--- src/hdl/cpu_params.svh ---
`ifndef CPU_PARAMS_SVH
`define CPU_PARAMS_SVH

//////////////////////////////////////////////////////////////////////
// Core widths and sizes
//////////////////////////////////////////////////////////////////////

// Data path and instruction word
`define CPU_DATA_W 32

// Register file
`define CPU_REG_AW 5
`define CPU_REG_CNT 32

// Data RAM, word addressed
`define CPU_DMEM_AW 8
`define CPU_DMEM_DEPTH 256

`endif
--- src/hdl/cpu_pkg.sv ---
`default_nettype none

`include "cpu_params.svh"

package cpu_pkg;

	// Instruction kinds, anything else decodes as NOP
	typedef enum logic [5:0] {
		OP_NOP  = 6'd0,
		OP_ADD  = 6'd1,
		OP_SUB  = 6'd2,
		OP_AND  = 6'd3,
		OP_OR   = 6'd4,
		OP_XOR  = 6'd5,
		OP_ADDI = 6'd8,
		OP_LD   = 6'd16,
		OP_ST   = 6'd17
	} opcode_e;

	typedef enum logic [2:0] {
		ALU_ADD,
		ALU_SUB,
		ALU_AND,
		ALU_OR,
		ALU_XOR
	} alu_op_e;

	//////////////////////////////////////////////////////////////////////
	// Stage payloads
	//////////////////////////////////////////////////////////////////////

	// Decode to execute
	typedef struct packed {
		alu_op_e                alu_op;
		logic                   use_imm;
		logic                   reg_write;
		logic                   mem_read;
		logic                   mem_write;
		logic [`CPU_REG_AW-1:0] dest;
		logic [`CPU_REG_AW-1:0] rs1;
		logic [`CPU_REG_AW-1:0] rs2;
		logic                   rs1_en;
		logic                   rs2_en;
		logic [`CPU_DATA_W-1:0] op1;
		logic [`CPU_DATA_W-1:0] op2;
		logic [`CPU_DATA_W-1:0] imm;
	} id_ex_t;

	// Execute to memory
	typedef struct packed {
		logic                   reg_write;
		logic                   mem_read;
		logic                   mem_write;
		logic [`CPU_REG_AW-1:0] dest;
		logic [`CPU_DATA_W-1:0] result;
		logic [`CPU_DATA_W-1:0] store_data;
	} ex_mem_t;

	// Memory to write-back, also the forwarding bus
	typedef struct packed {
		logic                   reg_write;
		logic [`CPU_REG_AW-1:0] dest;
		logic [`CPU_DATA_W-1:0] data;
	} wb_t;

endpackage

`default_nettype wire

--- src/hdl/execute_unit.sv ---
`timescale 1ns/10ps
`default_nettype none

`include "cpu_params.svh"

module execute_unit (
	input  logic             ex_valid,
	input  cpu_pkg::id_ex_t  id_in,
	input  logic             mem_fwd_valid,
	input  cpu_pkg::wb_t     mem_fwd,
	input  logic             wb_valid,
	input  cpu_pkg::wb_t     wb,
	output logic             ex_valid_out,
	output cpu_pkg::ex_mem_t ex_out
);

	logic [`CPU_DATA_W-1:0] op_a;
	logic [`CPU_DATA_W-1:0] op_b;
	logic [`CPU_DATA_W-1:0] alu_b;
	logic [`CPU_DATA_W-1:0] alu_y;
	logic                   mem_hit_a;
	logic                   mem_hit_b;
	logic                   wb_hit_a;
	logic                   wb_hit_b;

	//////////////////////////////////////////////////////////////////////
	// Forwarding
	//////////////////////////////////////////////////////////////////////

	// Memory stage holds the younger result, so it wins over write-back
	assign mem_hit_a = mem_fwd_valid && mem_fwd.reg_write && id_in.rs1_en &&
		(mem_fwd.dest == id_in.rs1);
	assign mem_hit_b = mem_fwd_valid && mem_fwd.reg_write && id_in.rs2_en &&
		(mem_fwd.dest == id_in.rs2);
	assign wb_hit_a  = wb_valid && wb.reg_write && id_in.rs1_en && (wb.dest == id_in.rs1);
	assign wb_hit_b  = wb_valid && wb.reg_write && id_in.rs2_en && (wb.dest == id_in.rs2);

	assign op_a = mem_hit_a ? mem_fwd.data : wb_hit_a ? wb.data : id_in.op1;
	assign op_b = mem_hit_b ? mem_fwd.data : wb_hit_b ? wb.data : id_in.op2;

	// Immediate covers ADDI and the load/store address
	assign alu_b = id_in.use_imm ? id_in.imm : op_b;

	//////////////////////////////////////////////////////////////////////
	// ALU
	//////////////////////////////////////////////////////////////////////

	always_comb begin
		case (id_in.alu_op)
			cpu_pkg::ALU_ADD: alu_y = op_a + alu_b;
			cpu_pkg::ALU_SUB: alu_y = op_a - alu_b;
			cpu_pkg::ALU_AND: alu_y = op_a & alu_b;
			cpu_pkg::ALU_OR:  alu_y = op_a | alu_b;
			cpu_pkg::ALU_XOR: alu_y = op_a ^ alu_b;
			default:          alu_y = '0;
		endcase
	end

	always_comb begin
		ex_out.reg_write  = id_in.reg_write;
		ex_out.mem_read   = id_in.mem_read;
		ex_out.mem_write  = id_in.mem_write;
		ex_out.dest       = id_in.dest;
		ex_out.result     = alu_y;
		// Store data is the forwarded rd value
		ex_out.store_data = op_b;
	end

	assign ex_valid_out = ex_valid;

	// An X here means a forwarding path picked up an unwritten register
	always_comb begin
		if (ex_valid_out)
			a_result_known: assert (!$isunknown(ex_out.result));
	end

endmodule

`default_nettype wire

--- config.mk ---
export PLATFORM = sky130hd
export DESIGN_NAME = execute_unit
export DESIGN_NICKNAME = d
export VERILOG_FILES = /design/src/hdl/cpu_pkg.sv /design/src/hdl/execute_unit.sv
export VERILOG_INCLUDE_DIRS = /design/src /design/src/hdl
export SDC_FILE = /design/constraint.sdc
export NUM_CORES = 1
export LEC_CHECK = 0
export BUFFER_PORTS_ARGS = -buffer_cell sky130_fd_sc_hd__clkbuf_2
export CORE_AREA = 8 8 149 151
export DETAILED_ROUTE_END_ITERATION = 7
export DIE_AREA = 0 0 157 159
export SYNTH_ARGS = -nofsm -noshare
export SYNTH_HDL_FRONTEND = slang
export SYNTH_SLANG_ARGS = --single-unit
--- constraint.sdc ---
create_clock -name vclk -period 9.75
set_input_delay 1.4625 -clock vclk [all_inputs]
set_output_delay 1.4625 -clock vclk [all_outputs]
set_load 0.005 [all_outputs]
==> impl_metrics.csv <==
group,metric,value,unit
sta,min_period,9.30,ns
sta,relSlewSlack,0.275,
critical_path,worst_setup_path_start_kind,"primary input",
clock_tree,post-cts-setup-buffers,0,
layout,clkbuf_count,0,
sta,drv_slew,0,
min_path,min_from,"id_in[110]",
job,maxCapViolations,0,
pwr,power_leakage,3.97,nW
yosys,syn_area,0.00640,mm2
yosys,synth_cell_types,72,
min_path,min_to,"ex_out[66]",
floorplanning,die_w,157,um
placement,dp_hpwl,24800,um
route,routed_via_density,5.47,
critical_path,cp_slowest_cell,"or4_4",
run_status,status,"complete, no violations",
critical_path,cp_num_buf_inv,2,
layout,regArea,0,um2
critical_path,slowest_delay,0.71,ns
floorplanning,rows,52,
global_routing,antenna_found_initial,1,
yosys,yosys-top-cells-area,"ha_1 (19%), o21ai_0 (7.7%), xnor2_1 (6.7%)",
route,drcViolationCount,0,
yosys,netlist.area_leader.share,0.190,
global_routing,grt_max_degree,57,
pwr,power.density,60.7,mW/mm2
critical_path,cp.arrival,7.84,ns
layout,final_cell_mix,"clkbuf_2 (254), o21ai_0 (99), ha_1 (97), inv_1 (94), nand2_1 (89)",
critical_path,critPathTopFamily,"compound AO/OA/AOI/OAI gates",
clock_tree,post_cts_resized,0,
min_path,hold_path_class,"in -> out",
route,drt_iter0_drc,660,
critical_path,path_max_fanout,24,
critical_path,path_cells,"clkbuf_2 -> xor2_1 -> or4_4 -> or2_1 -> nand2_1 -> a31oi_1 -> a21boi_1 -> ha_1 -> nand2_1 -> or3_1 -> o31ai_1 -> xnor2_1 -> ha_1 -> a21oi_1 -> a21boi_0 -> a31oi_1 -> o211ai_1 -> o21ai_1 -> a2111oi_1 -> nor3_1 -> a211oi_1 -> xnor3_1 -> o221ai_2 -> clkbuf_2",
critical_path,crit_required,8.29,ns
route,drt_wl_total,29300,um
sta,rsz0062_at_grt,"false",
layout,nFlopsAndLatches,0,
yosys,synth_top_area_cell,"ha_1",
route,dr.pass1.iters,5,
yosys,ys.warnings.count,0,
layout,fin_util,0.394,
floorplanning,start_util,0.323,
layout,fillerInstances,2212,
global_routing,grt.total_usage,0.223,
floorplanning,die_y,159,um
global_routing,grt_pass1_wl,44600,um
yosys,syn_nets,1275,
critical_path,cp-end-kind,"output pin",
sta,hold_viol,0,
global_routing,overflow,0,
clock_tree,ctsHoldBuffers,0,
sta,fin_tns_setup,0,ns
layout,drive_gt1_frac,0.256,
placement,place_congestion,0.929,
layout,nNetsFinal,1481,
route,final_antenna_net_count,0,
yosys,syn_avg_cell_area,6.54,um2
route,vias,7952,
floorplanning,ios,272,
yosys,netlist_instances,978,
sta,worstMarginPinSlew,1.09,ns
min_path,hold_depth,0,
pwr,design_power_total,0.475,mW
floorplanning,die_area,0.0250,mm2
sta,timing.fmax,108,MHz
layout,area_growth_syn_to_layout,22.3,%
global_routing,grt_pass1_vias,7899,
sta,period_share,0.954,
pwr,irDropWorstVdd,0.0000220,V
critical_path,crit_type,"in -> out",
placement,io_buffers,254,
sta,setup_violations,0,
floorplanning,core,0.0198,mm2
route,wl_per_cell,20.2,um
layout,final_common_cell,"clkbuf_2",
yosys,ys_seq_area_frac,0,
stage by stage:
step                      hold WS, ns  worst slack, ns  cells  cell area, um2
after floorplan                  3.01             1.55    978            6400
after global placement           2.93            0.518   1452            7810
after detailed placement         2.93            0.366   1452            7810
after CTS                        2.93            0.346   1452            7810
after global routing             2.93           0.0405   1453            7830
final                            2.93            0.449   1453            7830
worst max-delay path by stage:
stage / startpoint / endpoint / slack, ns / depth (start not counted)
3_5_place_dp: wb[33] / ex_out[63] / 0.37 / 25
6_report: wb[33] / ex_out[63] / 0.45 / 24
2_1_floorplan: wb[33] / ex_out[63] / 1.55 / 23
3_3_place_gp: wb[33] / ex_out[63] / 0.52 / 25
5_1_grt: wb[33] / ex_out[63] / 0.04 / 24
4_1_cts: wb[33] / ex_out[63] / 0.35 / 25
logic make-up after synthesis:
logic type               synth area share
AO/OA/AOI/OAI                       0.328
XOR/XNOR                           0.0993
adder cells (fa/ha/maj)             0.193
buffers and inverters               0.109
multiplexers                       0.0463
AND/OR/NAND/NOR                     0.225
cell usage after synthesis (10+ instances only):
| library cell | instances |
|---|---|
| o21ai_0 | 99 |
| a211oi_1 | 21 |
| a31oi_1 | 34 |
| nor2_1 | 65 |
| a21oi_1 | 54 |
| nor3_1 | 32 |
| mux2i_1 | 20 |
| ha_1 | 97 |
| or3_1 | 27 |
| inv_1 | 94 |
| xnor2_1 | 49 |
| clkbuf_1 | 47 |
| o31ai_1 | 10 |
| xor2_1 | 21 |
| o21ai_1 | 12 |
| nand2_1 | 89 |
| o211ai_1 | 27 |
| nand3_1 | 24 |
power by group:
group	leakage (nW)	internal, mW	switching [mW]
clock	0.00000634	0.0000000137	0
sequential	0	0	0
combinational	3.97	0.198	0.277
total	3.97	0.198	0.277
layout make-up:
class,instances,area (um2),area share
diodes,1,2.50,0.000320
multi-input cells,813,5710,0.730
inverters,97,364,0.0465
well taps,270,338,0.0432
repair buffers,272,1410,0.180
layer usage:
metal | vias to the layer above | share of wire | track usage
li1 | 3911 | - | -
met1 | 3667 | 0.44 | 0.283
met2 | 329 | 0.46 | 0.376
met3 | 45 | 0.075 | 0.0470
met4 | 0 | 0.026 | 0.0542
met5 | - | 0 | 0
No activity file was read; power rests on OpenSTA's default activity.
