<file path="src/hdl/cpu_params.svh">
`ifndef CPU_PARAMS_SVH
`define CPU_PARAMS_SVH

//////////////////////////////////////////////////////////////////////
// Core widths and sizes
//////////////////////////////////////////////////////////////////////

// Data path and instruction word
`define CPU_DATA_W 32

// Register file
`define CPU_REG_AW 5
`define CPU_REG_CNT 32

// Data RAM, word addressed
`define CPU_DMEM_AW 8
`define CPU_DMEM_DEPTH 256

`endif
</file>
<file path="src/hdl/cpu_pkg.sv">
`default_nettype none

`include "cpu_params.svh"

package cpu_pkg;

	// Instruction kinds, anything else decodes as NOP
	typedef enum logic [5:0] {
		OP_NOP  = 6'd0,
		OP_ADD  = 6'd1,
		OP_SUB  = 6'd2,
		OP_AND  = 6'd3,
		OP_OR   = 6'd4,
		OP_XOR  = 6'd5,
		OP_ADDI = 6'd8,
		OP_LD   = 6'd16,
		OP_ST   = 6'd17
	} opcode_e;

	typedef enum logic [2:0] {
		ALU_ADD,
		ALU_SUB,
		ALU_AND,
		ALU_OR,
		ALU_XOR
	} alu_op_e;

	//////////////////////////////////////////////////////////////////////
	// Stage payloads
	//////////////////////////////////////////////////////////////////////

	// Decode to execute
	typedef struct packed {
		alu_op_e                alu_op;
		logic                   use_imm;
		logic                   reg_write;
		logic                   mem_read;
		logic                   mem_write;
		logic [`CPU_REG_AW-1:0] dest;
		logic [`CPU_REG_AW-1:0] rs1;
		logic [`CPU_REG_AW-1:0] rs2;
		logic                   rs1_en;
		logic                   rs2_en;
		logic [`CPU_DATA_W-1:0] op1;
		logic [`CPU_DATA_W-1:0] op2;
		logic [`CPU_DATA_W-1:0] imm;
	} id_ex_t;

	// Execute to memory
	typedef struct packed {
		logic                   reg_write;
		logic                   mem_read;
		logic                   mem_write;
		logic [`CPU_REG_AW-1:0] dest;
		logic [`CPU_DATA_W-1:0] result;
		logic [`CPU_DATA_W-1:0] store_data;
	} ex_mem_t;

	// Memory to write-back, also the forwarding bus
	typedef struct packed {
		logic                   reg_write;
		logic [`CPU_REG_AW-1:0] dest;
		logic [`CPU_DATA_W-1:0] data;
	} wb_t;

endpackage

`default_nettype wire

</file>
<file path="src/hdl/decode_unit.sv">
`timescale 1ns/10ps
`default_nettype none

`include "cpu_params.svh"

module decode_unit (
	input  logic                   clk,
	input  logic                   rst_n,
	input  logic [`CPU_DATA_W-1:0] instr,
	input  logic                   instr_valid,
	input  logic                   ex_load_valid,
	input  logic [`CPU_REG_AW-1:0] ex_dest,
	input  logic                   wb_valid,
	input  cpu_pkg::wb_t           wb,
	output logic                   stall,
	output logic                   id_valid,
	output cpu_pkg::id_ex_t        id_out
);

	logic [`CPU_DATA_W-1:0] regs [`CPU_REG_CNT];
	cpu_pkg::opcode_e       opcode;
	logic [`CPU_REG_AW-1:0] rd;
	logic [`CPU_REG_AW-1:0] rs1;
	logic [`CPU_REG_AW-1:0] rs2;
	logic [15:0]            imm16;
	logic                   wb_write;

	// Instruction fields
	assign opcode = cpu_pkg::opcode_e'(instr[31:26]);
	assign rd     = instr[25:21];
	assign rs1    = instr[20:16];
	assign imm16  = instr[15:0];
	// ST reads its store data through the rd field
	assign rs2    = (opcode == cpu_pkg::OP_ST) ? rd : instr[15:11];

	//////////////////////////////////////////////////////////////////////
	// Control decode
	//////////////////////////////////////////////////////////////////////

	always_comb begin
		id_out           = '0;
		id_out.alu_op    = cpu_pkg::ALU_ADD;
		id_out.dest      = rd;
		id_out.rs1       = rs1;
		id_out.rs2       = rs2;
		id_out.imm       = {{(`CPU_DATA_W-16){imm16[15]}}, imm16};
		case (opcode)
			cpu_pkg::OP_ADD,
			cpu_pkg::OP_SUB,
			cpu_pkg::OP_AND,
			cpu_pkg::OP_OR,
			cpu_pkg::OP_XOR: begin
				id_out.reg_write = 1'b1;
				id_out.rs1_en    = 1'b1;
				id_out.rs2_en    = 1'b1;
				case (opcode)
					cpu_pkg::OP_SUB: id_out.alu_op = cpu_pkg::ALU_SUB;
					cpu_pkg::OP_AND: id_out.alu_op = cpu_pkg::ALU_AND;
					cpu_pkg::OP_OR:  id_out.alu_op = cpu_pkg::ALU_OR;
					cpu_pkg::OP_XOR: id_out.alu_op = cpu_pkg::ALU_XOR;
					default:         id_out.alu_op = cpu_pkg::ALU_ADD;
				endcase
			end
			cpu_pkg::OP_ADDI,
			cpu_pkg::OP_LD: begin
				id_out.reg_write = 1'b1;
				id_out.use_imm   = 1'b1;
				id_out.rs1_en    = 1'b1;
				id_out.mem_read  = (opcode == cpu_pkg::OP_LD);
			end
			cpu_pkg::OP_ST: begin
				id_out.use_imm   = 1'b1;
				id_out.mem_write = 1'b1;
				id_out.rs1_en    = 1'b1;
				id_out.rs2_en    = 1'b1;
			end
			default: ;
		endcase
		// r0 is never a destination
		if (rd == '0)
			id_out.reg_write = 1'b0;
		id_out.op1 = (rs1 == '0) ? '0 : (wb_write && wb.dest == rs1) ? wb.data : regs[rs1];
		id_out.op2 = (rs2 == '0) ? '0 : (wb_write && wb.dest == rs2) ? wb.data : regs[rs2];
	end

	//////////////////////////////////////////////////////////////////////
	// Register file and load-use hazard
	//////////////////////////////////////////////////////////////////////

	assign wb_write = wb_valid && wb.reg_write && (wb.dest != '0);

	always_ff @(posedge clk) begin
		if (wb_write)
			regs[wb.dest] <= wb.data;
	end

	// Load in EX cannot forward yet, hold the consumer one cycle
	assign stall = instr_valid && ex_load_valid &&
		((id_out.rs1_en && rs1 == ex_dest) || (id_out.rs2_en && rs2 == ex_dest));
	assign id_valid = instr_valid && !stall;

	a_no_r0_write: assert property (@(posedge clk) disable iff (!rst_n)
		wb_valid && wb.reg_write |-> wb.dest != '0);

endmodule

`default_nettype wire

</file>
<file path="config.mk">
export PLATFORM = sky130hd
export DESIGN_NAME = decode_unit
export DESIGN_NICKNAME = d
export VERILOG_FILES = /design/src/hdl/cpu_pkg.sv /design/src/hdl/decode_unit.sv
export VERILOG_INCLUDE_DIRS = /design/src /design/src/hdl
export SDC_FILE = /design/constraint.sdc
export NUM_CORES = 2
export LEC_CHECK = 0
export BUFFER_PORTS_ARGS = -buffer_cell sky130_fd_sc_hd__buf_4
export CAP_MARGIN = 10
export CORE_MARGIN = 5
export CORE_UTILIZATION = 45
export CTS_CLUSTER_SIZE = 16
export DETAILED_ROUTE_END_ITERATION = 12
export PLACE_DENSITY = 0.6
export RECOVER_POWER = 100
export SLEW_MARGIN = 20
export SYNTH_ARGS = -nofsm -noshare
export SYNTH_HDL_FRONTEND = slang
export SYNTH_SLANG_ARGS = --single-unit
</file>
<file path="constraint.sdc">
create_clock -name clk -period 3.7 [get_ports clk]
set_clock_uncertainty 0.05 [all_clocks]
set_input_delay 0.185 -clock clk [delete_from_list [all_inputs] [get_ports clk]]
set_output_delay 0.185 -clock clk [all_outputs]
set_load 0.01 [all_outputs]
</file>
==> results.sh <==
export IMPL_routed_via_density=7.07
export IMPL_ant_nets=0
export IMPL_whs_ps=180
export IMPL_final_common_cell="edfxtp_1"
export IMPL_worstSetupStartpoint="wb[34]"
export IMPL_synth_seq_area_share_pct=59.3
export IMPL_synth_edf_count=1024
export IMPL_ys_ff_latch=1024
export IMPL_most_common_layout_cells="1024 x edfxtp_1, 663 x nand3_1, 370 x o21ai_0, 302 x mux4_2, 178 x clkbuf_1"
export IMPL_use_met3_pct=8.07
export IMPL_fmax_mhz=274
export IMPL_power_density_mw_per_mm2=452
export IMPL_overflow=0
export IMPL_dpl_hpwl_mm=106
export IMPL_status="finished with violations"
export IMPL_yosysTopAreaCellShare_pct=59.3
export IMPL_worstPathArrival_ps=3920
export IMPL_largest_reg_flops=1024
export IMPL_grt_pass1_vias=37929
export IMPL_max_slew_margin_pct=-103
export IMPL_regMostFlops="regs"
export IMPL_reg_largest_list="regs: 1024 flops"
export IMPL_place_congestion=0.882
export IMPL_coreArea_mm2=0.114
export IMPL_place_area_mm2=0.0559
export IMPL_maxCapViolCount=45
export IMPL_postSynthAreaPerCell_um2=13.5
export IMPL_setup_viol=0
export IMPL_wl_mm=192
export IMPL_drv_slew=805
export IMPL_finalHoldViolCount=0
export IMPL_fin_setup_tns_ps=0
export IMPL_post_route_min_period_ps=3650
export IMPL_grt_usage_pct=30.5
export IMPL_endpoint_kind="flop"
export IMPL_power_switching_uw=6530
export IMPL_initial_core_util_pct=45.3
export IMPL_swShare_pct=24.6
export IMPL_grt_pass1_wl_mm=272
export IMPL_grt_start_max_net_pins=154
export IMPL_p_seq_share_pct=48.7
export IMPL_ios=202
export IMPL_worst_pin_slew_ps=3050
export IMPL_post_cts_buffers=0
export IMPL_syn_to_final_growth_pct=13.3
export IMPL_use_met1_pct=42.3
export IMPL_cts_sinks=1024
export IMPL_syn_inst=3831
export IMPL_die_area_mm2=0.122
export IMPL_nNetsFinal=4030
export IMPL_num_rows=124
export IMPL_comb_power_share_pct=11.2
export IMPL_cts_max_path_buffers=3
export IMPL_vdd_drop_max_v=0.000377
export IMPL_clk_pin_slew_ps=60
export IMPL_drc=0
export IMPL_antenna_found_initial=4
export IMPL_synth_main_ff_cell="edfxtp_1"
export IMPL_place_ws_ps=266
export IMPL_worst_setup_path_type="in -> reg"
export IMPL_die_y_um=349
export IMPL_io_buffers=178
export IMPL_cp_start_kind="input port"
export IMPL_rsz0062_at_grt="no"
export IMPL_yosysUniqueCellTypes=63
export IMPL_drive_gt1_share_pct=17.4
export IMPL_p_leak_uw=0.0190
export IMPL_final_area_mm2=0.0588
export IMPL_routedWlPerCell_um=34.6
export IMPL_worstHoldPathType="in -> reg"
export IMPL_p_int_uw=20000
export IMPL_cts_root_buf="clkbuf_16"
export IMPL_vias=39262
export IMPL_htree_levels=3
export IMPL_tritoncts="done"
export IMPL_synthArstFlopShare_pct=0
export IMPL_cts_made_buffers=107
export IMPL_hold_depth=4
export IMPL_busiest_layer="met2"
export IMPL_synthTopCellsByArea="edfxtp_1 59%, mux4_2 13%, nand3_1 6.4%"
export IMPL_power_share_clock_pct=40.1
export IMPL_post_route_period_util_pct=98.7
export IMPL_syn_cell_area_mm2=0.0518
export IMPL_min_from="wb[37]"
export IMPL_drt_iter0_drc=6053
export IMPL_yosys_warnings=0
export IMPL_worst_path_max_fanout=21
export IMPL_fp_dieW_um=349
export IMPL_violations="capacitance limit, slew limit"
export IMPL_nFillCells=9686
export IMPL_yosysTopAreaCell="edfxtp_1"
export IMPL_grt_util_met2_pct=45.8
export IMPL_required_ps=3970
export IMPL_drtPass1Iterations=6
export IMPL_fin_ws_ps=47.2
[cells by family after synthesis]
family	share of synthesized area (%)
XOR/XNOR	0.355
buffers and inverters	3.93
other	0.00723
AND/OR/NAND/NOR	11.2
AO/OA/AOI/OAI	10.8
multiplexers	14.3
flip-flops	59.3
[area by class of cell]
type                       instances  area, um^2  area share (%)
clock inverter                    64         614            1.05
tap                             1512        1890            3.22
timing repair buffer             409        3230            5.50
sequential                      1024       30700            52.3
multi-input combinational       2394       19400            33.0
clock buffer                     130        2790            4.74
inverter                          14        60.1           0.102
antenna                            3        7.51          0.0128
[power by group through the flow]
stage	combinational, uW	clock [uW]	sequential [uW]
global route	3140	11200	12900
global placement	3000	0	13200
CTS	3050	10700	12900
floorplan	1700	0	13200
finish	2980	10700	12900
detailed placement	3010	0	13200
[stage by stage]
step                      total power (uW)  cells  utilization (%)
after floorplan                      14900   3862                -
after global placement               16200   5321             48.9
after detailed placement             16200   5321             48.9
after CTS                            26700   5547             52.2
after global routing                 27300   5547             51.4
final                                26600   5550             51.4
[what timing repair did]
item                                   in CTS  in global routing
endpoints found under the hold margin    1024                  0
hold buffers                               32                  0
resized for setup                           0                  0
setup endpoints to repair                   0                  0
[worst paths after layout]
| kind | to |
|---|---|
| worst min-delay path | regs[27][31] |
| worst max-delay path | regs[11][13] |
[synth_stat cells, types with 13 or more instances]
cell type,count
edfxtp_1,1024
nand3_1,664
o21ai_0,370
mux4_2,302
clkbuf_1,263
and3_1,132
nand4_1,128
a31oi_1,126
a211o_1,125
buf_2,89
nor2_1,85
a211oi_1,62
a22oi_1,62
mux2i_1,60
buf_4,51
nand2_1,45
a21o_1,33
a41o_1,31
a21oi_1,21
buf_1,17
nor2b_1,17
xnor2_1,14
o21ai_1,13
[worst max-delay path, cell delays in order]
cell      delay [ps]
clkbuf_1         270
or3b_2           610
nor2_1          1730
clkbuf_2        1090
[metal layers]
layer,vias up,wire length [um]
li1,15872,-
met1,19784,71800
met2,3031,85100
met3,571,25000
met4,4,10100
met5,-,27
(Power assumes the default switching activity.)
