**src/hdl/stage_reg.sv**
```systemverilog
`timescale 1ns/10ps
`default_nettype none

module stage_reg #(
	parameter type payload_t = logic [31:0]
) (
	input  logic     clk,
	input  logic     rst_n,
	input  logic     in_valid,
	input  payload_t in_data,
	output logic     out_valid,
	output payload_t out_data
);

	// Valid bit is the only control state here
	always_ff @(posedge clk) begin
		if (!rst_n)
			out_valid <= 1'b0;
		else
			out_valid <= in_valid;
	end

	// Payload follows every cycle, bubbles carry don't-care data
	always_ff @(posedge clk) begin
		out_data <= in_data;
	end

endmodule

`default_nettype wire

```
**config.mk**
```make
export PLATFORM = sky130hd
export DESIGN_NAME = stage_reg
export DESIGN_NICKNAME = d
export VERILOG_FILES = /design/src/hdl/stage_reg.sv
export SDC_FILE = /design/constraint.sdc
export NUM_CORES = 1
export LEC_CHECK = 0
export BUFFER_PORTS_ARGS = -buffer_cell sky130_fd_sc_hd__buf_2
export CAP_MARGIN = 30
export CELL_PAD_IN_SITES_DETAIL_PLACEMENT = 0
export CELL_PAD_IN_SITES_GLOBAL_PLACEMENT = 1
export CORE_UTILIZATION = 27
export CTS_BUF_LIST = sky130_fd_sc_hd__clkbuf_4
export CTS_CLUSTER_SIZE = 40
export DETAILED_ROUTE_END_ITERATION = 6
export PLACE_DENSITY = 0.88
export SLEW_MARGIN = 20
export SYNTH_ARGS = -nofsm -noshare
export SYNTH_HDL_FRONTEND = slang
export SYNTH_SLANG_ARGS = --single-unit
```
**constraint.sdc**
```tcl
create_clock -name clk -period 0.8 [get_ports clk]
set_clock_uncertainty 0.2 [all_clocks]
set_input_delay 0.16 -clock clk [delete_from_list [all_inputs] [get_ports clk]]
set_output_delay 0.16 -clock clk [all_outputs]
set_load 0.03 [all_outputs]
```
==> results of run 1 <==
==> layer usage <==
layer	up-vias	global-route usage [%]	routed length, um
li1	315	-	-
met4	0	12.16	61
met3	6	6.725	161
met1	268	14.15	593
met5	-	0	0
met2	47	29.22	1091
==> cell type report <==
type / instances / area share [%]
flip-flops and latches: 33 / 42.21
clock buffers: 6 / 2.709
multi-input cells: 1 / 0.3762
repair buffers: 99 / 51.99
well taps: 28 / 2.107
clock inverters: 2 / 0.6020
==> power groups by stage <==
stage	Clock (W)	Combinational [W]	Sequential [W]
final	0.000871	0.000574	0.00179
after detailed placement	0	0.000346	0.00180
after global placement	0	0.000342	0.00180
after CTS	0.000913	0.000568	0.00179
after global routing	0.00101	0.000601	0.00180
after floorplan	0	0.00000160	0.00199
==> logic make-up (layout without fill, tap and decap cells) <==
group / Yosys count / count (layout) / synth area share, %
and+or+nand+nor: 1 / 1 / 0.9387
buffers and inverters: 0 / 107 / 0
DFF: 33 / 33 / 99.06
==> timing repair <==
action	CTS	global route
cloned	0	0
gates resized for setup	66	1
setup endpoints to repair	33	34
pin swaps	0	0
hold endpoints to repair	33	2
==> sequential cells by signal, indices dropped and copies added (netlist names) <==
| register | flops |
|---|---|
| out_valid | 1 |
| out_data | 32 |
==> cell usage in the layout (no fill, tap or decap) <==
master / n
and2_1: 1
dlygate4sd3_1: 31
clkinv_2: 2
dlymetal6s4s_1: 1
buf_6: 33
buf_2: 34
dfxtp_2: 33
clkbuf_4: 6
==> per-stage QoR <==
step	hold slack (ns)	utilization, %	instances	area, um2
finish	-0.1579	73.06	169	1663
global route	-0.1732	73.06	169	1663
CTS	-0.1788	72.95	169	1660
detailed placement	0.06358	47.39	129	1079
global placement	0.06268	47.39	129	1079
floorplan	-0.01226	-	34	708.2
==> worst paths after layout <==
kind	end	slack (ns)
max	out_data[29]	-0.35
min	out_valid$_SDFF_PN0_	-0.16
==> results.sh, run 1 <==
export IMPL_cp_depth=1
export IMPL_clkSlewWorstSetupHoldPaths_ns=0.10
export IMPL_combPwrFrac_pct=17.8
export IMPL_synth_commonest_cells="dfxtp_1, and2_1"
export IMPL_endpoint_kind="output pin"
export IMPL_grt_usage_pct=16.25
export IMPL_fin_ws_ns=-0.3501
export IMPL_clockBufferDepth=2
export IMPL_yosysTopAreaCell="dfxtp_1"
export IMPL_grt_max_degree=11
export IMPL_synth_cell_type_count=2
export IMPL_tightest_slew_ns=0.09847
export IMPL_start_util_pct=29.30
export IMPL_holdWs_ns=-0.1579
export IMPL_synth_area_leaders="dfxtp_1, and2_1"
export IMPL_ant_nets=0
export IMPL_power_switching_w=0.0007965
export IMPL_min_period_over_period_pct=143.8
export IMPL_peakVddDrop_mv=1.508
export IMPL_slew_headroom_pct=93.44
export IMPL_hold_depth=2
export IMPL_ys_seq_area_share_pct=99.06
export IMPL_cp_max_fo=1
export IMPL_fmax_mhz=869.5
export IMPL_report_final_setup_viol=39
export IMPL_arrival_ns=0.79
export IMPL_grt_pass1_vias=689
export IMPL_rsz0062_at_grt="yes"
export IMPL_n_fill_cell=165
export IMPL_cts_root_buffer="clkbuf_4"
export IMPL_max_stage_delay_ns=0.34
export IMPL_p_sw_share_pct=24.63
export IMPL_synth_area_um2=666.9
export IMPL_yosysMostFrequentCell="dfxtp_1"
export IMPL_portBuffers=67
export IMPL_dp_slack_ns=-0.04594
export IMPL_firstDrtPassIters=3
export IMPL_cp_slowest_cell="dfxtp_2"
export IMPL_grt_pass1_wl_um=2932
export IMPL_ys_flop_type="dfxtp_1"
export IMPL_cts_tree="done"
export IMPL_total_power_w=0.003234
export IMPL_internal_power_w=0.002438
export IMPL_critical_path_class="reg2out"
export IMPL_startpoint="out_data[29]$_DFF_P_"
export IMPL_vias_per_cell=3.763
export IMPL_n_antenna_cell=0
export IMPL_crit_chain="buf_6"
export IMPL_core_um2=2276
export IMPL_synth_cells=34
export IMPL_critPathTopFamily="flip-flops"
export IMPL_syn_to_final_growth_pct=149.3
export IMPL_hold_violations=2
export IMPL_multiInputGateArea_um2=6.256
export IMPL_cts_sinks=33
export IMPL_num_io_pins=68
export IMPL_p_clk_share_pct=26.9
export IMPL_min_period_ns=1.150
export IMPL_drc=0
export IMPL_fin_nets=175
export IMPL_seqPwrFrac_pct=55.3
export IMPL_htreeDepth=2
export IMPL_yosys_register_bits=33
export IMPL_regArea_um2=701.9
export IMPL_syn_nets=69
export IMPL_drive_above_1_share_pct=76.60
export IMPL_cp_start_kind="flip-flop"
export IMPL_die_h_um=51.70
export IMPL_violations="negative hold slack, negative setup slack"
export IMPL_wl_um=1908
export IMPL_numCtsBuffers=5
export IMPL_drtIter0Drc=7
export IMPL_drv_slew=0
export IMPL_row_count=17
export IMPL_power_density_nw_per_um2=1945
export IMPL_yosys_warnings=0
export IMPL_drt_wirelength_per_cell_um=11.29
export IMPL_min_path_type="in2reg"
export IMPL_die_x_um=51.70
export IMPL_leakagePower_nw=0.7929
export IMPL_dieArea_um2=2673
export IMPL_avgSynthCellArea_um2=19.61
export IMPL_synth_top_cell_area_share_pct=99.06
export IMPL_overflow=0
export IMPL_hp_start="in_valid"
export IMPL_num_vias=636
export IMPL_gp_congestion=0.5623
export IMPL_synth_edf_count=0
export IMPL_async_reset_ff_share_pct=0
export IMPL_worstPathRequired_ns=0.44
export IMPL_antenna_found_initial=0
export IMPL_path_buf_inv=1
export IMPL_cts_setup_buffers=0
export IMPL_cap_violations=0
export IMPL_timing_setup_tns_ns=-10.90
export IMPL_outcome="finished, violations left"
export IMPL_cts_hold_buf=32
Note: power is estimated with default switching activity, not from simulation.
==> inputs of run 2 (changes only) <==
--- a/config.mk
+++ b/config.mk
@@ -13,7 +13,7 @@
 export CTS_BUF_LIST = sky130_fd_sc_hd__clkbuf_4
 export CTS_CLUSTER_SIZE = 40
 export DETAILED_ROUTE_END_ITERATION = 6
-export PLACE_DENSITY = 0.88
+export PLACE_DENSITY = 0.87
 export SLEW_MARGIN = 20
 export SYNTH_ARGS = -nofsm -noshare
 export SYNTH_HDL_FRONTEND = slang
==> run 2 against run 1 <==
The flow still finishes with violations (negative hold slack, negative setup slack). Non-clock buffer count unchanged. Core utilization down 0.27 points. Combinational power about the same. Wire length down 0.84%. Final cell count down 0.59%.
==> results.sh, run 2 (same netlist as run 1, synthesis figures left out) <==
export IMPL_outcome="finished, violations left"
export IMPL_violations="negative hold slack, negative setup slack"
export IMPL_total_power_w=0.003173
export IMPL_slew_headroom_pct=94.23
export IMPL_largestRegisters="out_data x32, out_valid x1"
export IMPL_die_x_um=51.70
export IMPL_leakagePower_nw=0.7867
export IMPL_critical_path_class="reg2out"
export IMPL_place_inst=129
export IMPL_fin_ws_ns=-0.3350
export IMPL_cts_sinks=33
export IMPL_top_register="out_data"
export IMPL_cp_start_kind="flip-flop"
export IMPL_grt_pass1_wl_um=2863
export IMPL_internal_power_w=0.002421
export IMPL_clockBufferDepth=2
export IMPL_portBuffers=67
export IMPL_cts_root_buffer="clkbuf_4"
export IMPL_grt_usage_pct=16.57
export IMPL_hold_violations=2
export IMPL_cap_violations=0
export IMPL_fin_nets=175
export IMPL_crit_chain="buf_6"
export IMPL_drive_above_1_share_pct=75.71
export IMPL_hpwlAfterDp_um=1031
export IMPL_min_period_ns=1.135
export IMPL_die_h_um=51.70
export IMPL_dieArea_um2=2673
export IMPL_rsz0062_at_grt="yes"
export IMPL_drc=0
export IMPL_drtIter0Drc=2
export IMPL_min_path_type="in2reg"
export IMPL_cp_slowest_cell="dfxtp_2"
export IMPL_n_antenna_cell=0
export IMPL_power_density_nw_per_um2=1915
export IMPL_cts_tree="done"
export IMPL_p_sw_share_pct=23.69
export IMPL_max_stage_delay_ns=0.34
export IMPL_cp_max_fo=1
export IMPL_drt_wirelength_per_cell_um=11.26
export IMPL_endpoint_kind="output pin"
export IMPL_antenna_found_initial=0
export IMPL_cts_setup_buffers=0
export IMPL_final_common_cell="buf_2"
export IMPL_layout_common_cells="buf_2, dfxtp_2, buf_6"
export IMPL_gp_congestion=0.5986
export IMPL_worstPathRequired_ns=0.44
export IMPL_numCtsBuffers=5
export IMPL_fmax_mhz=881.1
export IMPL_combPwrFrac_pct=18.1
export IMPL_wl_um=1892
export IMPL_holdWs_ns=-0.1562
export IMPL_vias_per_cell=3.821
export IMPL_overflow=0
export IMPL_grt_pass1_vias=724
export IMPL_num_io_pins=68
export IMPL_largest_register_ffs=32
export IMPL_num_vias=642
export IMPL_syn_to_final_growth_pct=148.4
export IMPL_peakVddDrop_mv=1.497
export IMPL_seqPwrFrac_pct=56.3
export IMPL_firstDrtPassIters=2
export IMPL_drv_slew=0
export IMPL_tightest_slew_ns=0.08652
export IMPL_clkSlewWorstSetupHoldPaths_ns=0.08
export IMPL_row_count=17
export IMPL_core_um2=2276
export IMPL_cts_hold_buf=32
export IMPL_ant_nets=0
export IMPL_critPathTopFamily="flip-flops"
export IMPL_min_period_over_period_pct=141.9
export IMPL_p_clk_share_pct=25.5
export IMPL_power_switching_w=0.0007516
export IMPL_path_buf_inv=1
export IMPL_report_final_setup_viol=46
export IMPL_htreeDepth=2
export IMPL_start_util_pct=29.30
export IMPL_arrival_ns=0.78
export IMPL_grt_max_degree=10
export IMPL_final_cells=168
[run 2: cell count changes in the layout (fill, tap and decap cells not counted), sizes merged]
cell    change
clkinv      -1
[run 2: stage by stage]
step | area, um2 | setup slack [ns] | util [%] | TNS (ns)
2_1_floorplan | 708.2 | 0.05435 | - | 0
3_3_place_gp | 1079 | -0.03022 | 47.39 | -0.8916
3_5_place_dp | 1079 | -0.04254 | 47.39 | -0.9794
4_1_cts | 1654 | -0.3525 | 72.68 | -11.36
5_1_grt | 1657 | -0.3955 | 72.79 | -12.25
6_report | 1657 | -0.3350 | 72.79 | -10.76
[run 2: metal layers]
layer | track usage, % | share of wire [%] | vias up
met3 | 7.018 | 9.0 | 5
met4 | 12.16 | 2.3 | 0
met2 | 32.68 | 58 | 47
li1 | - | - | 313
met5 | 0 | 0 | -
met1 | 11.97 | 31 | 277
[run 2: cell type report]
type | instances | area (um2)
timing repair buffer | 99 | 864.6
sequential | 33 | 701.9
fill | 164 | 619.3
clock buffer | 6 | 45.04
tap | 28 | 35.03
multi-input combinational | 1 | 6.256
clock inverter | 1 | 3.754
[run 2: power by group through the flow]
stage                     clock [W]  combinational (W)  sequential [W]
after global routing       0.000932           0.000602         0.00180
after floorplan                   0         0.00000160         0.00199
after CTS                  0.000852           0.000568         0.00179
after detailed placement          0           0.000347         0.00180
after global placement            0           0.000342         0.00180
final                      0.000810           0.000575         0.00179
[run 2: timing repair]
action | CTS | global route
hold endpoints to repair | 33 | 2
endpoints found under the setup margin | 33 | 34
resized for setup | 66 | 1
[run 2: final timing paths]
kind / endpoint / start / slack, ns / cells after the start
max: out_data[18] / out_data[18]$_DFF_P_ / -0.34 / 1
min: out_valid$_SDFF_PN0_ / in_valid / -0.16 / 2
==> inputs of run 3 (changes only) <==
==> constraint.sdc (replaced) <==
create_clock -name clk -period 0.8 [get_ports clk]
set_clock_uncertainty 0.2 [all_clocks]
set_input_delay 0.16 -clock clk [delete_from_list [all_inputs] [get_ports clk]]
set_output_delay 0.16 -clock clk [all_outputs]
set_load 0.02 [all_outputs]
==> run 3 against run 2 <==
The flow still finishes with violations (negative hold slack, negative setup slack). Critical path depth is the same. Global-route usage shrank 0.95 points. Via count shrank 0.47%. Worst setup slack lost 0.0072 ns. Critical path type unchanged. Highest routed layer unchanged.
==> results.sh, run 3 (same netlist as run 1, synthesis figures left out) <==
export IMPL_row_count=17
export IMPL_hp_start="in_valid"
export IMPL_grt_max_degree=11
export IMPL_core_um2=2276
export IMPL_n_fill_cell=155
export IMPL_report_final_setup_viol=38
export IMPL_antenna_found_initial=0
export IMPL_crit_chain="buf_6"
export IMPL_die_h_um=51.70
export IMPL_drv_slew=0
export IMPL_max_stage_delay_ns=0.33
export IMPL_cts_tree="done"
export IMPL_slew_headroom_pct=93.53
export IMPL_tightest_slew_ns=0.09703
export IMPL_endpoint_kind="output pin"
export IMPL_fmax_mhz=875.5
export IMPL_fin_ws_ns=-0.3422
export IMPL_grt_usage_pct=15.63
export IMPL_path_buf_inv=1
export IMPL_arrival_ns=0.78
export IMPL_layout_common_cells="buf_2, dfxtp_2, buf_6"
export IMPL_leakagePower_nw=0.7787
export IMPL_grt_pass1_vias=683
export IMPL_final_common_cell="buf_2"
export IMPL_fin_nets=175
export IMPL_num_io_pins=68
export IMPL_holdWs_ns=-0.1644
export IMPL_min_path_type="in2reg"
export IMPL_drc=0
export IMPL_drt_wirelength_per_cell_um=10.82
export IMPL_drtIter0Drc=7
export IMPL_clkSlewWorstSetupHoldPaths_ns=0.10
export IMPL_cp_slowest_cell="dfxtp_2"
export IMPL_startpoint="out_data[10]$_DFF_P_"
export IMPL_hold_violations=1
export IMPL_worstPathRequired_ns=0.44
export IMPL_overflow=0
export IMPL_cts_hold_buf=32
export IMPL_cap_violations=0
export IMPL_cts_root_buffer="clkbuf_4"
export IMPL_rsz0062_at_grt="yes"
export IMPL_cts_setup_buffers=0
export IMPL_largest_register_ffs=32
export IMPL_total_power_w=0.003108
export IMPL_drive_above_1_share_pct=75.18
export IMPL_n_antenna_cell=0
export IMPL_finish_utilization_pct=72.73
export IMPL_outcome="finished, violations left"
export IMPL_firstDrtPassIters=2
export IMPL_peakVddDrop_mv=1.693
export IMPL_cp_max_fo=1
export IMPL_ant_nets=0
export IMPL_vias_per_cell=3.781
export IMPL_min_period_ns=1.142
export IMPL_largestRegisters="out_data x32, out_valid x1"
export IMPL_cp_start_kind="flip-flop"
export IMPL_cts_sinks=33
export IMPL_critical_path_class="reg2out"
export IMPL_dieArea_um2=2673
export IMPL_critPathTopFamily="flip-flops"
export IMPL_clockBufferDepth=2
export IMPL_numCtsBuffers=5
export IMPL_htreeDepth=2
export IMPL_syn_to_final_growth_pct=148.2
export IMPL_die_x_um=51.70
export IMPL_violations="negative hold slack, negative setup slack"
export IMPL_wl_um=1828
export IMPL_regArea_um2=701.9
export IMPL_num_vias=639
export IMPL_min_period_over_period_pct=142.8
export IMPL_multiInputGateArea_um2=6.256
export IMPL_start_util_pct=29.30
export IMPL_dp_slack_ns=-0.01504
export IMPL_portBuffers=67
export IMPL_top_register="out_data"
export IMPL_hpwlAfterDp_um=1067
export IMPL_gp_congestion=0.6567
export IMPL_grt_pass1_wl_um=2642
export IMPL_power_density_nw_per_um2=1878
==> run 3: changes by cell type in the layout (fill, tap and decap cells not counted) <==
cell,change
dlymetal6s4s_1,-1
clkinv_1,+1
dlygate4sd3_1,+1
clkinv_2,+1
clkbuf_4,-1
==> run 3: power by group <==
part	switching (W)	total, W	internal, W
registers	0.0000402	0.00179	0.00175
clock network	0.000500	0.000817	0.000317
logic	0.000184	0.000503	0.000319
total	0.000725	0.00311	0.00238
==> run 3: layer usage <==
layer / global-route usage [%] / part of all wire, %
met5: 0 / 0
met2: 30.09 / 58
met3: 10.23 / 9.8
met4: 9.459 / 2.3
met1: 10.53 / 30
==> run 3: path summary, 6_finish.rpt <==
kind	to	cells after the start	slack, ns
max	out_data[10]	1	-0.34
min	out_valid$_SDFF_PN0_	2	-0.16
==> run 3: layout make-up <==
cell class / instances / area share [%]
tap: 28 / 2.116
multi-input combinational: 1 / 0.3779
clock inverter: 3 / 0.7559
clock buffer: 5 / 2.268
sequential: 33 / 42.40
timing repair buffer: 99 / 52.08
==> run 3: timing repair <==
action,CTS,global route
gates resized for setup,99,0
hold endpoints to repair,33,1
setup endpoints to repair,33,33
==> run 3: through the flow <==
| step | TNS (ns) | cells | area [um2] |
|---|---|---|---|
| floorplan | 0 | 34 | 666.9 |
| global placement | -0.001030 | 129 | 1037 |
| detailed placement | -0.08101 | 129 | 1037 |
| CTS | -11.57 | 169 | 1655 |
| global route | -12.30 | 169 | 1655 |
| finish | -10.81 | 169 | 1655 |
